==> src/logic/pet_pkg.sv <==
`default_nettype none
// ~~~~~~~~~~~~~~~~~~~~~~~~~~~~~~~~~~~~~~~~~~~~~~~~~~~~~~~~~~~
// Shared types and memory-map constants for the bus FPGA
// Referenced by scoped name from the RTL and the testbench
// ~~~~~~~~~~~~~~~~~~~~~~~~~~~~~~~~~~~~~~~~~~~~~~~~~~~~~~~~~~~

package pet_pkg;

    // Bus command assembled from one SPI frame
    typedef struct packed {
        logic        rw_n;                              // 1 = host read, 0 = host write
        logic [16:0] addr;                              // 17-bit host address
        logic  [7:0] data;                              // Write data
    } spi_cmd_t;

    // Address decode flags
    typedef struct packed {
        logic ram;                                      // RAM selected
        logic io;                                       // Generic IO window
        logic pia1;                                     // PIA 1 at E810
        logic pia2;                                     // PIA 2 at E820
        logic via;                                      // VIA at E840
        logic readonly;                                 // ROM area, CPU writes blocked
        logic mirrored;                                 // Video RAM mirror
    } decode_t;

    // Owner of the current bus phase
    typedef enum logic {
        SLOT_SPI = 1'b0,
        SLOT_CPU = 1'b1
    } slot_e;

    // SPI command byte, bit 0 carries addr[16]
    typedef enum logic [7:0] {
        OP_WRITE = 8'h00,
        OP_READ  = 8'h80
    } spi_op_e;

    localparam logic [16:0] CTL_REG_ADDR    = 17'h0E80F;   // Bit 0 reset, bit 1 run
    localparam logic [16:0] GFX_REG_ADDR    = 17'h0E80F;   // Host read returns gfx_i
    localparam logic [16:0] KBD_MATRIX_BASE = 17'h0E800;   // First key row
    localparam int          KBD_ROWS        = 10;          // Rows E800..E809

    localparam logic [3:0]  PHASE_SPI_END   = 4'd3;        // Host slot is phases 0..3
    localparam logic [3:0]  PHASE_CPU_HIGH  = 4'd8;        // CPU clock high from here

endpackage

`default_nettype wire

==> src/logic/spi_bridge.sv <==
`timescale 1ns/10ps
`default_nettype none
// ~~~~~~~~~~~~~~~~~~~~~~~~~~~~~~~~~~~~~~~~~~~~~~~~~~~~~~~~~~~
// SPI slave for the host processor. Turns 4-byte frames
// (cmd, addr hi, addr lo, data) into a bus command and
// shifts read data back out during the fourth byte
// ~~~~~~~~~~~~~~~~~~~~~~~~~~~~~~~~~~~~~~~~~~~~~~~~~~~~~~~~~~~

module spi_bridge (
    input  logic              clk_16_i,
    input  logic              reset_i,
    input  logic              spi_sclk_i,               // Mode 0, sampled on rising edge
    input  logic              spi_cs_ni,
    input  logic              spi_rx_i,
    output logic              spi_tx_o,                 // Low while CS is high
    input  logic  [7:0]       spi_data_i,               // Read data to return
    output pet_pkg::spi_cmd_t spi_cmd_o,
    output logic              spi_valid_o,              // Command pending
    input  logic              spi_ready_i,              // Pulse from bus timing
    output logic              spi_ready_o               // Held until next CS fall
);
    logic [2:0] sclk_q;                                 // 2 sync flops plus edge history
    logic [2:0] cs_nq;
    logic [1:0] rx_q;
    logic [2:0] bit_cnt;
    logic [1:0] byte_cnt;
    logic [6:0] rx_shift;                               // Bits of the current byte
    logic [7:0] tx_shift;
    logic       load_tx;                                // Read data latched one cycle after ready

    wire       sclk_rise = sclk_q[1] && !sclk_q[2];
    wire       sclk_fall = !sclk_q[1] && sclk_q[2];
    wire       cs_active = !cs_nq[1];
    wire       cs_fall   = !cs_nq[1] && cs_nq[2];       // Start of a new frame
    wire [7:0] rx_byte   = {rx_shift, rx_q[1]};         // Byte completed by this edge

    always_ff @(posedge clk_16_i) begin
        if (reset_i) begin
            sclk_q <= '0;
            cs_nq  <= '1;                               // CS idles high
            rx_q   <= '0;
        end else begin
            sclk_q <= {sclk_q[1:0], spi_sclk_i};
            cs_nq  <= {cs_nq[1:0], spi_cs_ni};
            rx_q   <= {rx_q[0], spi_rx_i};
        end
    end

    always_ff @(posedge clk_16_i) begin
        if (reset_i) begin
            bit_cnt     <= '0;
            byte_cnt    <= '0;
            spi_valid_o <= 1'b0;
            spi_ready_o <= 1'b0;
            load_tx     <= 1'b0;
        end else begin
            load_tx <= spi_ready_i;
            if (spi_ready_i) begin                      // Bus cycle done
                spi_valid_o <= 1'b0;
                spi_ready_o <= 1'b1;
            end
            if (cs_fall) begin
                bit_cnt     <= '0;
                byte_cnt    <= '0;
                spi_ready_o <= 1'b0;
            end else if (cs_active && sclk_rise) begin
                bit_cnt <= bit_cnt + 3'd1;
                if (bit_cnt == 3'd7) begin
                    byte_cnt <= byte_cnt + 2'd1;
                    if (byte_cnt == 2'd2 && spi_cmd_o.rw_n) begin
                        spi_valid_o <= 1'b1;            // Read issues after address
                    end
                    if (byte_cnt == 2'd3 && !spi_cmd_o.rw_n) begin
                        spi_valid_o <= 1'b1;            // Write issues after data
                    end
                end
            end
        end
    end

    always_ff @(posedge clk_16_i) begin
        if (cs_active && sclk_rise) begin
            rx_shift <= rx_byte[6:0];
            if (bit_cnt == 3'd7) begin
                case (byte_cnt)
                    2'd0: begin
                        spi_cmd_o.rw_n     <= (rx_byte & 8'hFE) == pet_pkg::OP_READ;
                        spi_cmd_o.addr[16] <= rx_byte[0];
                    end
                    2'd1:    spi_cmd_o.addr[15:8] <= rx_byte;
                    2'd2:    spi_cmd_o.addr[7:0]  <= rx_byte;
                    default: spi_cmd_o.data       <= rx_byte;
                endcase
            end
        end
        if (load_tx) begin
            tx_shift <= spi_data_i;
        end else if (cs_active && sclk_fall) begin
            tx_shift <= {tx_shift[6:0], 1'b0};          // MSB first
        end
    end

    assign spi_tx_o = cs_active && tx_shift[7];

endmodule

`default_nettype wire

==> src/logic/bus_timing.sv <==
`timescale 1ns/10ps
`default_nettype none
// ~~~~~~~~~~~~~~~~~~~~~~~~~~~~~~~~~~~~~~~~~~~~~~~~~~~~~~~~~~~
// 16-phase bus cycle at 1 MHz. Phases 0..3 go to a pending
// host command, phases 4..15 to the CPU when it may run
// ~~~~~~~~~~~~~~~~~~~~~~~~~~~~~~~~~~~~~~~~~~~~~~~~~~~~~~~~~~~

module bus_timing (
    input  logic           clk_16_i,
    input  logic           reset_i,
    output logic           clk_cpu_o,                   // 1 MHz CPU clock
    input  logic           spi_valid_i,                 // Host command pending
    output logic           spi_enable_o,                // Host owns the bus
    output logic           spi_ready_o,                 // One-cycle done pulse
    input  logic           cpu_valid_i,                 // CPU ready
    output logic           cpu_enable_o,                // CPU owns the bus
    output pet_pkg::slot_e slot_o
);
    logic [3:0] phase;

    wire [3:0] phase_next = phase + 4'd1;
    wire       cpu_start  = phase_next == (pet_pkg::PHASE_SPI_END + 4'd1);

    always_ff @(posedge clk_16_i) begin
        if (reset_i) begin
            phase        <= '0;
            spi_enable_o <= 1'b0;
            cpu_enable_o <= 1'b0;
        end else begin
            phase <= phase_next;
            if (phase_next == 4'd0) begin
                spi_enable_o <= spi_valid_i;            // Grant only if pending at phase 0
            end else if (phase_next > pet_pkg::PHASE_SPI_END) begin
                spi_enable_o <= 1'b0;
            end
            if (cpu_start) begin
                cpu_enable_o <= cpu_valid_i;            // Whole CPU slot or none
            end else if (phase_next <= pet_pkg::PHASE_SPI_END) begin
                cpu_enable_o <= 1'b0;
            end
        end
    end

    assign clk_cpu_o   = phase >= pet_pkg::PHASE_CPU_HIGH;      // Top bit of the counter
    assign spi_ready_o = spi_enable_o && (phase == pet_pkg::PHASE_SPI_END);
    assign slot_o      = (phase <= pet_pkg::PHASE_SPI_END) ? pet_pkg::SLOT_SPI
                                                           : pet_pkg::SLOT_CPU;

endmodule

`default_nettype wire

==> src/logic/pi_ctl.sv <==
`timescale 1ns/10ps
`default_nettype none
// ~~~~~~~~~~~~~~~~~~~~~~~~~~~~~~~~~~~~~~~~~~~~~~~~~~~~~~~~~~~
// Host control register for CPU reset and CPU ready
// ~~~~~~~~~~~~~~~~~~~~~~~~~~~~~~~~~~~~~~~~~~~~~~~~~~~~~~~~~~~

module pi_ctl (
    input  logic              clk_16_i,
    input  logic              reset_i,
    input  pet_pkg::spi_cmd_t spi_cmd_i,
    input  logic              spi_wr_en_i,              // Host write slot
    output logic              cpu_res_no,               // 0 = CPU held in reset
    output logic              cpu_ready_o               // 0 = halt, 1 = run
);
    logic res_q;
    logic run_q;

    always_ff @(posedge clk_16_i) begin
        if (reset_i) begin
            res_q <= 1'b1;                              // Power up with CPU in reset
            run_q <= 1'b0;
        end else if (spi_wr_en_i && spi_cmd_i.addr == pet_pkg::CTL_REG_ADDR) begin
            res_q <= spi_cmd_i.data[0];
            run_q <= spi_cmd_i.data[1];
        end
    end

    assign cpu_res_no  = !res_q;
    assign cpu_ready_o = run_q;

endmodule

`default_nettype wire

==> src/logic/address_decoding.sv <==
`timescale 1ns/10ps
`default_nettype none
// ~~~~~~~~~~~~~~~~~~~~~~~~~~~~~~~~~~~~~~~~~~~~~~~~~~~~~~~~~~~
// CPU memory map decode into RAM, IO and chip-select flags
// Purely combinational
// ~~~~~~~~~~~~~~~~~~~~~~~~~~~~~~~~~~~~~~~~~~~~~~~~~~~~~~~~~~~

module address_decoding (
    input  logic [15:0]      bus_addr_i,
    output pet_pkg::decode_t decode_o
);
    always_comb begin
        decode_o = '0;
        case (bus_addr_i[15:12])
            4'h8: begin                                 // Video RAM
                decode_o.ram      = 1'b1;
                decode_o.mirrored = 1'b1;
            end
            4'h9, 4'hA, 4'hB, 4'hC, 4'hD, 4'hF: begin   // BASIC, editor and kernal ROM
                decode_o.ram      = 1'b1;
                decode_o.readonly = 1'b1;
            end
            4'hE: begin
                if (!bus_addr_i[11]) begin              // E000..E7FF editor ROM
                    decode_o.ram      = 1'b1;
                    decode_o.readonly = 1'b1;
                end else begin
                    case (bus_addr_i[11:4])
                        8'h81:   decode_o.pia1 = 1'b1;
                        8'h82:   decode_o.pia2 = 1'b1;
                        8'h84:   decode_o.via  = 1'b1;
                        default: decode_o.io   = 1'b1;  // Rest of E800..EFFF
                    endcase
                end
            end
            default: decode_o.ram = 1'b1;               // 0000..7FFF main RAM
        endcase
    end

endmodule

`default_nettype wire

==> src/logic/keyboard.sv <==
`timescale 1ns/10ps
`default_nettype none
// ~~~~~~~~~~~~~~~~~~~~~~~~~~~~~~~~~~~~~~~~~~~~~~~~~~~~~~~~~~~
// Keyboard matrix stand-in. The host uploads key rows, the
// CPU row select is snooped from PIA 1 port A and reads of
// port B are answered from the stored matrix
// ~~~~~~~~~~~~~~~~~~~~~~~~~~~~~~~~~~~~~~~~~~~~~~~~~~~~~~~~~~~

module keyboard (
    input  logic              clk_16_i,
    input  logic              reset_i,
    input  pet_pkg::spi_cmd_t spi_cmd_i,
    input  logic              spi_wr_en_i,
    input  logic [1:0]        bus_addr_i,               // PIA register offset
    input  logic [7:0]        bus_data_i,
    input  logic              pia1_en_i,                // PIA 1 decoded
    input  logic              cpu_rd_en_i,
    input  logic              cpu_wr_en_i,
    output logic [7:0]        kbd_data_o,
    output logic              kbd_en_o                  // Intercepting port B read
);
    logic [7:0] kbd_rows [pet_pkg::KBD_ROWS];           // Active-low key state
    logic [3:0] row_sel;

    wire [16:0] row_offset = spi_cmd_i.addr - pet_pkg::KBD_MATRIX_BASE;
    wire        row_wr     = spi_wr_en_i && (row_offset < pet_pkg::KBD_ROWS);

    always_ff @(posedge clk_16_i) begin
        if (reset_i) begin
            for (int i = 0; i < pet_pkg::KBD_ROWS; i++) begin
                kbd_rows[i] <= 8'hFF;                   // No key pressed
            end
        end else if (row_wr) begin
            kbd_rows[row_offset[3:0]] <= spi_cmd_i.data;
        end
    end

    always_ff @(posedge clk_16_i) begin
        if (reset_i) begin
            row_sel <= '0;
        end else if (cpu_wr_en_i && pia1_en_i && bus_addr_i == 2'd0) begin
            row_sel <= bus_data_i[3:0];                 // Port A low nibble
        end
    end

    assign kbd_en_o   = cpu_rd_en_i && pia1_en_i && bus_addr_i == 2'd2;
    assign kbd_data_o = (row_sel < pet_pkg::KBD_ROWS) ? kbd_rows[row_sel] : 8'hFF;

endmodule

`default_nettype wire

==> src/logic/main.sv <==
`timescale 1ns/10ps
`default_nettype none
// ~~~~~~~~~~~~~~~~~~~~~~~~~~~~~~~~~~~~~~~~~~~~~~~~~~~~~~~~~~~
// Top level of the bus FPGA. Shares the system bus between
// the SPI host and the CPU, and drives RAM and chip selects
// ~~~~~~~~~~~~~~~~~~~~~~~~~~~~~~~~~~~~~~~~~~~~~~~~~~~~~~~~~~~

module main (
    input  logic         clk_16_i,                      // 16 MHz system clock
    input  logic         reset_i,

    input  logic         bus_rw_ni,                     // 0 = CPU writing
    output logic         bus_rw_no,
    output logic         bus_rw_noe,
    input  logic [15:0]  bus_addr_i,
    output logic [16:0]  bus_addr_o,
    output logic         bus_addr_oe,
    input  logic  [7:0]  bus_data_i,
    output logic  [7:0]  bus_data_o,
    output logic         bus_data_oe,
    output logic [11:10] ram_addr_o,                    // RAM A11/A10 for VRAM mirror

    input  logic         spi1_sclk_i,
    input  logic         spi1_cs_ni,
    input  logic         spi1_rx_i,
    output logic         spi1_tx_o,
    output logic         spi_ready_no,                  // 0 = host command done

    output logic         clk_cpu_o,                     // 1 MHz CPU clock
    output logic         ram_oe_no,
    output logic         ram_we_no,

    output logic         cpu_res_nao,
    output logic         cpu_ready_o,                   // 0 = halt, 1 = run

    output logic         cpu_en_o,                      // CPU bus enable
    output logic         ram_ce_no,
    output logic         pia1_cs2_no,
    output logic         pia2_cs2_no,
    output logic         via_cs2_no,
    output logic         io_oe_no,

    input  logic         gfx_i                          // Graphics jumper
);
    pet_pkg::spi_cmd_t spi_cmd;
    pet_pkg::decode_t  dec;
    pet_pkg::slot_e    slot;
    logic        spi_valid;
    logic        spi_ready;                             // Pulse at end of host slot
    logic        spi_ready_out;
    logic        spi_en;
    logic  [7:0] spi_rd_data;                           // Latched host read data
    logic  [7:0] kbd_data;
    logic        kbd_en;

    spi_bridge spi_bridge (
        .clk_16_i   (clk_16_i),
        .reset_i    (reset_i),
        .spi_sclk_i (spi1_sclk_i),
        .spi_cs_ni  (spi1_cs_ni),
        .spi_rx_i   (spi1_rx_i),
        .spi_tx_o   (spi1_tx_o),
        .spi_data_i (spi_rd_data),
        .spi_cmd_o  (spi_cmd),
        .spi_valid_o(spi_valid),
        .spi_ready_i(spi_ready),
        .spi_ready_o(spi_ready_out)
    );

    bus_timing bus_timing (
        .clk_16_i    (clk_16_i),
        .reset_i     (reset_i),
        .clk_cpu_o   (clk_cpu_o),
        .spi_valid_i (spi_valid),
        .spi_enable_o(spi_en),
        .spi_ready_o (spi_ready),
        .cpu_valid_i (cpu_ready_o),
        .cpu_enable_o(cpu_en_o),
        .slot_o      (slot)
    );

    wire spi_rd_en = spi_en && spi_cmd.rw_n;
    wire spi_wr_en = spi_en && !spi_cmd.rw_n;
    wire cpu_rd_en = cpu_en_o && bus_rw_ni;
    wire cpu_wr_en = cpu_en_o && !bus_rw_ni;

    pi_ctl pi_ctl (
        .clk_16_i   (clk_16_i),
        .reset_i    (reset_i),
        .spi_cmd_i  (spi_cmd),
        .spi_wr_en_i(spi_wr_en),
        .cpu_res_no (cpu_res_nao),
        .cpu_ready_o(cpu_ready_o)
    );

    address_decoding address_decoding (
        .bus_addr_i(bus_addr_i),
        .decode_o  (dec)
    );

    keyboard keyboard (
        .clk_16_i   (clk_16_i),
        .reset_i    (reset_i),
        .spi_cmd_i  (spi_cmd),
        .spi_wr_en_i(spi_wr_en),
        .bus_addr_i (bus_addr_i[1:0]),
        .bus_data_i (bus_data_i),
        .pia1_en_i  (dec.pia1),
        .cpu_rd_en_i(cpu_rd_en),
        .cpu_wr_en_i(cpu_wr_en),
        .kbd_data_o (kbd_data),
        .kbd_en_o   (kbd_en)
    );

    // Keyboard intercept hides PIA 1 and the IO window
    assign pia1_cs2_no = !(dec.pia1 && !kbd_en && cpu_en_o);
    assign pia2_cs2_no = !(dec.pia2 && cpu_en_o);
    assign via_cs2_no  = !(dec.via && cpu_en_o);
    assign io_oe_no    = !(dec.io && !kbd_en && cpu_en_o);

    assign ram_ce_no = 1'b0;                            // RAM always selected
    assign ram_oe_no = !((dec.ram || slot == pet_pkg::SLOT_SPI) && (spi_rd_en || cpu_rd_en));
    assign ram_we_no = !(spi_wr_en || (cpu_wr_en && clk_cpu_o && !dec.readonly));

    always_ff @(posedge clk_16_i) begin
        if (spi_ready && slot == pet_pkg::SLOT_SPI && spi_cmd.rw_n) begin   // Phase 3
            if (spi_cmd.addr == pet_pkg::GFX_REG_ADDR) begin
                spi_rd_data <= {7'h0, gfx_i};
            end else begin
                spi_rd_data <= bus_data_i;
            end
        end
    end

    assign spi_ready_no = !spi_ready_out;

    // FPGA owns address and R/W whenever the CPU does not
    assign bus_addr_oe      = !cpu_en_o;
    assign bus_rw_noe       = bus_addr_oe;
    assign bus_rw_no        = !spi_wr_en;
    assign bus_addr_o[15:0] = spi_cmd.addr[15:0];
    assign bus_addr_o[16]   = bus_addr_oe ? spi_cmd.addr[16] : 1'b0;   // CPU sees low 64K

    assign ram_addr_o = spi_en      ? spi_cmd.addr[11:10]              // Host sees full RAM
                      : dec.mirrored ? 2'b00                           // 1K VRAM mirrored 4x
                      : bus_addr_i[11:10];

    assign bus_data_oe = spi_wr_en || kbd_en;
    assign bus_data_o  = kbd_en ? kbd_data : spi_cmd.data;

endmodule

`default_nettype wire

==> config.mk <==
export PLATFORM = sky130hd
export DESIGN_NAME = main
export DESIGN_NICKNAME = d
export VERILOG_FILES = /design/src/logic/pet_pkg.sv /design/src/logic/spi_bridge.sv /design/src/logic/bus_timing.sv /design/src/logic/pi_ctl.sv /design/src/logic/address_decoding.sv /design/src/logic/keyboard.sv /design/src/logic/main.sv
export SDC_FILE = /design/constraint.sdc
export NUM_CORES = 1
export LEC_CHECK = 0
export ABC_CLOCK_PERIOD_IN_PS = 6300
export BUFFER_PORTS_ARGS = -buffer_cell sky130_fd_sc_hd__buf_2
export CELL_PAD_IN_SITES_DETAIL_PLACEMENT = 1
export CELL_PAD_IN_SITES_GLOBAL_PLACEMENT = 1
export CORE_UTILIZATION = 37
export DETAILED_ROUTE_END_ITERATION = 10
export GPL_TIMING_DRIVEN = 0
export MAX_ROUTING_LAYER = met4
export PLACE_DENSITY = 0.62
export SETUP_SLACK_MARGIN = 0.15
export SLEW_MARGIN = 15
export SYNTH_ARGS = -nofsm -noshare
export SYNTH_HDL_FRONTEND = slang
export SYNTH_HIERARCHICAL = 1
export SYNTH_SLANG_ARGS = --single-unit
==> constraint.sdc <==
create_clock -name clk_16_i -period 6.3 [get_ports clk_16_i]
set_clock_uncertainty 0.05 [all_clocks]
set_input_delay 0.315 -clock clk_16_i [delete_from_list [all_inputs] [get_ports clk_16_i]]
set_output_delay 0.315 -clock clk_16_i [all_outputs]
set_load 0.02 [all_outputs]
* Word level (Yosys, flattened, before mapping)
Memories as Yosys holds them, arrays and structs flattened. A register that Yosys moved wholly into a read port is not among the register bits.
Cells that the tools add are included.
** Storage, ports and cells
- Bits in writable memories :: 80
- Bits in latches :: 0
- Output and inout port bits :: 44
- Word-level logic and storage cells :: 160
- Register bits after elaboration :: 77
- ROM bits :: 0
- Memories :: 1
** Memories
- keyboard.kbd_rows :: words 10, bits a word 8, read ports 1, clocked after Yosys merged registers in 1, wr ports 10, RTL line keyboard.sv:22 : logic [7:0] kbd_rows [pet_pkg::KBD_ROWS];
** Operators by class
- Multipliers :: 0
- $add $sub $neg :: 4
- Mux-type cells :: 38
- Bitwise gates (word level) :: 1
- $lt $le $gt $ge :: 6
- Reduce and logical (&&, ||, !) cells :: 67
- Equal/unequal tests :: 20
- Shifts and indexed selects :: 0
- Div/mod/pow operators :: 0
** Operators by type and width (number)
- 8-bit two-way mux :: 5
- 4-bit equality test, second input constant :: 8
- 1-bit logical AND :: 30
- 1-bit two-way mux :: 25
- 8-bit equality test, second input constant :: 3
- 4-bit two-way mux :: 5
- 17-bit by 16-bit equality test with 1-bit output, second input constant :: 1
- 1-bit zero test :: 17
- 17-bit by 4-bit < comparator with 1-bit output, second input constant :: 1
- 17-bit by 16-bit subtractor with 17-bit output, second input constant :: 1
- 3-bit AND reduction :: 4
- 4-bit by 2-bit less-or-equal comparator with 1-bit output, second input constant :: 2
- 8-bit OR reduction :: 1
- 7-bit equality test, second input constant :: 1
- 2-bit equality test, second input constant :: 3
- 2-bit nonzero test :: 3
- 3-bit OR reduction :: 2
- 6-bit OR reduction :: 1
- 4-bit by 1-bit adder with 4-bit output, second input constant :: 1
- 4-bit by 2-bit equality test with 1-bit output, second input constant :: 1
- 4-bit by 3-bit equality test with 1-bit output, second input constant :: 1
- 4-bit greater-or-equal comparator, second input constant :: 1
- 4-bit by 2-bit > comparator with 1-bit output, second input constant :: 1
- 2-bit zero test :: 2
- other kinds (12) :: 16

* Longest topological paths before layout
- Depth in word-level cells :: 11
- Gate-level depth with buffers :: 8
- Depth with buffers taken out :: 6

* Cells and area by module
Netlist, hierarchy kept.
** Modules (own cells, without submodules)
- keyboard :: cells each 339, sequential area each 4003.8 um^2, area each 5789.3 um^2, instances 1
- spi_bridge :: cells each 115, sequential area each 1551.5 um^2, area each 2013.2 um^2, instances 1
- main :: cells each 58, sequential area each 240.2 um^2, area each 594.3 um^2, instances 1
- bus_timing :: cells each 32, sequential area each 120.1 um^2, area each 286.5 um^2, instances 1
- pi_ctl :: cells each 15, sequential area each 40.0 um^2, area each 158.9 um^2, instances 1
- address_decoding :: cells each 16, sequential area each 0.0 um^2, area each 108.9 um^2, instances 1

* Least setup slack after synthesis
Ideal clock, no wire load.
- Path type :: reg-to-reg
- From :: reg spi_bridge/spi_cmd_o[25] (netlist name)
- To :: mem keyboard.kbd_rows[7][0] (enable)
- Library setup time :: 330 ps
- Path buffers :: 2
- Required time :: 5920 ps
- Stages on the path, launching flop included :: 9
- Slack :: 3906 ps
- Arrival time :: 2014 ps
- Cells stage by stage :: edfxtp_1 -> nand2b_1 -> inv_1 -> nor4b_2 -> and4_1 -> buf_2 -> and4_1 -> buf_4 -> or2_1
** RTL lines
- start, declared :: RTL line spi_bridge.sv:17 : output pet_pkg::spi_cmd_t spi_cmd_o,
- end, declared :: RTL line keyboard.sv:22

==> summary.txt <==
Outcome
  – Status: complete, no violations

GRT
  – GR Overflow Total: 0
  – All-Layer GR Usage: around 18%
  – Pin count of the biggest net entering global routing: 19
  – Vias in the first global route: ~5,700
  – First-pass GRT wire length: around 32,000 µm
  – Initial antenna violation count: 0

Final layout
  – Commonest cells after routing, fill and taps aside: 177 x edfxtp_1, 77 x buf_2, 66 x or2_1
  – Final net count: 763
  – Area grow syn2layout: 19.5%
  – Most common cell after layout, fill and taps aside: edfxtp_1
  – Number of diodes: 0
  – Filler cell count: 2,411
  – Share of cells above drive strength 1: about 25%
  – Final Non-Filler Cells: 1,059

Hold path
  – Worst hold path type: input pin to flip-flop
  – Hold Path Origin: bus_data_i[7]

Clock network
  – Root Buffer: clkbuf_16
  – Clk sink count: 209
  – Num CTS Buffers: 24
  – Clk buf depth: 3
  – CTS clk-pin slew, worst paths: 0.06 ns
  – Htree depth: 1
  – TritonCTS clock tree: yes
  – Worst-Skew Late Latency: 0.50 ns

Pwr
  – Int Pwr: 2360 µW
  – Seq pwr share: 51.4%
  – Static leakage: 0.00323 µW
  – Peak supply drop: roughly 0.16 mV
  – Clock power share: 46.7%
  – Overall Power: 2920 µW
  – Switching Share: 19.2%
  – Combinational share of power: 2.0%
  – Cell Pwr Density: 273 nW/µm²
  – Psw: 561 µW

Place
  – Routability cong.: 0.824
  – Number of I/O port buffers: 71
  – Inst Count DP: 1,012
  – DP HPWL: 14,600 µm
  – Dpl ws: 2.95 ns

Drt
  – Vias/cell: 4.94
  – Total iterations of the first detailed-routing run: 6
  – Iter 0 DRT Violations: approximately 330
  – Detail Route Antenna Nets: 0
  – Post-Route WL: 20,500 µm
  – Vias: 5,235
  – # DRC: 0
  – Post-DR wirelength/cell: 19.4 µm

Synth
  – Synth top area share: 59.4%
  – Post-Syn Area: 8950 µm²
  – Number of synthesized register bits: around 210
  – Mean Syn Cell Area: 15.6 µm²
  – Yosys Warn Count: 6
  – Main combinational cell family by area after synthesis: simple AND/OR/NAND/NOR gates
  – Leading area contributor after synthesis: edfxtp_1
  – Post-Synthesis Cells: 575
  – Synth unique cells: 64
  – Most used DFF post-synth: edfxtp_1
  – EDFF count, synth: 177
  – Synth Area in Simple Gates: 16.0%
  – XOR/XNOR Fraction of Synth Area: 0.587%
  – Part of the Yosys area used for sequential elements: 66.5%
  – Async SR Flop Fraction: 0%
  – Top post-synthesis cells by area: edfxtp_1 59%, mux4_2 8.1%, dfxtp_1 7.2%, or2_1 4.6%, mux2_2 1.9%
  – Fraction of synthesized area in multiplexers: between 10% and 20%
  – Post-synthesis adder-cell area fraction: 1.40%
  – Synth Area in Compound Gates: 2.56%

Timing
  – Final Slew Violations: 0
  – Final Hold Fails: 0
  – Final Cycle Share: 52.5%
  – Setup total negative slack: 0 ns
  – RSZ-0062 raised after global routing: no
  – FMAX: 302 MHz
  – # setup viols final: 0
  – Hold WS: 0.0552 ns
  – Worst Max-Slew Pin Slew: approximately 1.1 ns
  – Min Tclk post-route: 3.31 ns
  – Rel. slew slack: 27.1%
  – Final WS setup: 2.99 ns

Floorplanning
  – Die W: 158 µm
  – Die Span Y: 158 µm
  – Top-Level Pins: 75
  – Die footprint: 24,800 µm²
  – FP Rows: between 50 and 60
  – Initial Util: 37.9%
  – Core box area: 23,600 µm²

Run
  – Max-Cap Viols: 0

Setup path
  – Critical path origin: bus_addr_i[12]
  – Max stage delay cell, worst path: nor4b_1
  – Worst Path Buf+Inv: 3
  – Worst stage delay on the critical path: around 0.63 ns
  – Crit path launch type: input pin
  – Arrival time at the worst endpoint: 2.94 ns
  – CP endpoint kind: primary output
  – Critical setup path kind: input pin to primary output
  – Crit Reg-Reg Startpoint: spi_bridge/spi_cmd_o[25]$_DFFE_PP_
  – Critical path required time: 5.93 ns
  – CP delay by family, top: simple AND/OR/NAND/NOR gates
  – Crit-path cells: buf_2, and4b_1, nand4_1, nor4b_1, and4b_1, clkbuf_1, mux2_2, buf_2
  – Crit-path max FO: 10
## cell type report
cell class                 instances  area (µm²)  area share (%)
buffer                            18        86.3           0.807
clock buffer                      30         644            6.03
clock inverter                    14         138            1.29
inverter                          13        48.8           0.456
multi-input combinational        382        3040            28.4
sequential                       209        5960            55.7
tap                              319         399            3.73
timing repair buffer              74         385            3.60
## layer usage
metal  share of wire (%)  GRT usage (%)  routed length (µm)
met1                  44           22.2                8990
met2                  49           30.1               10100
met3                 4.5           2.53                 925
met4                 2.6           5.41                 534
met5                   0              -                   0
## power by group through the flow
stage          sequential [µW]  combinational (µW)  clock (µW)
3_5_place_dp              1530                56.1           0
3_3_place_gp              1530                53.7           0
4_1_cts                   1500                57.8        1400
5_1_grt                   1500                64.8        1460
2_1_floorplan             1530                32.7           0
6_report                  1500                57.8        1360
## path summary, 6_finish.rpt
kind	to	slack [ns]	cells after the start
max	bus_data_o[5]	2.99	8
min	spi_rd_data[7]$_SDFFCE_PN0P_	0.06	2
max reg2reg	keyboard/kbd_rows[8][4]$_SDFFCE_PN1P_	3.45	7
min reg2reg	spi_bridge/cs_nq[1]$_SDFF_PP1_	0.36	1
## logic make-up after synthesis
logic type      after synthesis
flops                       209
compound gates               34
buf+inv                      31
other cells                   2
mux                          59
simple gates                224
xor+xnor                      6
fa+ha+maj                    10
## Yosys cell counts (2+ instances only)
| cell type | n |
|---|---|
| o21ai_0 | 3 |
| or4b_1 | 2 |
| and2_2 | 7 |
| or3_1 | 8 |
| mux4_2 | 32 |
| ha_1 | 10 |
| nand2_1 | 12 |
| and4_1 | 3 |
| clkbuf_1 | 8 |
| buf_4 | 3 |
| nand4b_1 | 2 |
| nand3_1 | 10 |
| nor2b_1 | 10 |
| nand2b_1 | 21 |
| dfxtp_1 | 32 |
| o21a_1 | 2 |
| o21ai_1 | 2 |
| nor4b_1 | 3 |
| and4b_1 | 2 |
| nand3b_1 | 4 |
| nand4_2 | 2 |
| mux2_2 | 15 |
| xnor2_1 | 4 |
| mux2i_1 | 11 |
| and2_1 | 7 |
| edfxtp_1 | 177 |
| o22ai_1 | 17 |
| nand4b_2 | 2 |
| nor2_1 | 37 |
| buf_2 | 6 |
| or2_1 | 66 |
| xor2_1 | 2 |
| a31oi_1 | 3 |
| conb_1 | 2 |
| nor4_1 | 4 |
| nand4_1 | 2 |
| inv_1 | 13 |
| or2_2 | 3 |
## metrics by stage
stage                     utilization, %  area, µm²
after floorplan                        -       9130
after global placement              41.9       9880
after detailed placement            41.9       9880
after CTS                           45.3      10700
after global routing                45.3      10700
final                               45.3      10700
## flip-flops by register name, summed over array words and instances, names as in the netlist, named ones only
name,count
spi_bridge/rx_q,2
spi_bridge/spi_ready_o,1
spi_bridge/bit_cnt,3
keyboard/row_sel,4
spi_bridge/spi_valid_o,1
spi_bridge/sclk_q,3
keyboard/kbd_rows,128
pi_ctl/cpu_ready_o,1
spi_bridge/tx_shift,8
bus_timing/cpu_enable_o,1
spi_bridge/cs_nq,3
spi_bridge/load_tx,1
bus_timing/phase,4
spi_bridge/byte_cnt,2
pi_ctl/res_q,1
spi_bridge/rx_shift,7
spi_bridge/spi_cmd_o,26
spi_rd_data,8
bus_timing/spi_enable_o,1
## repair_timing
item / 4_1_cts / 5_1_grt
buffers inserted: 0 / 0
hold endpoints to repair: 3 / 0
hold buffers: 3 / 0
resized for setup: 0 / 0
No activity file was read; power rests on OpenSTA's default activity.
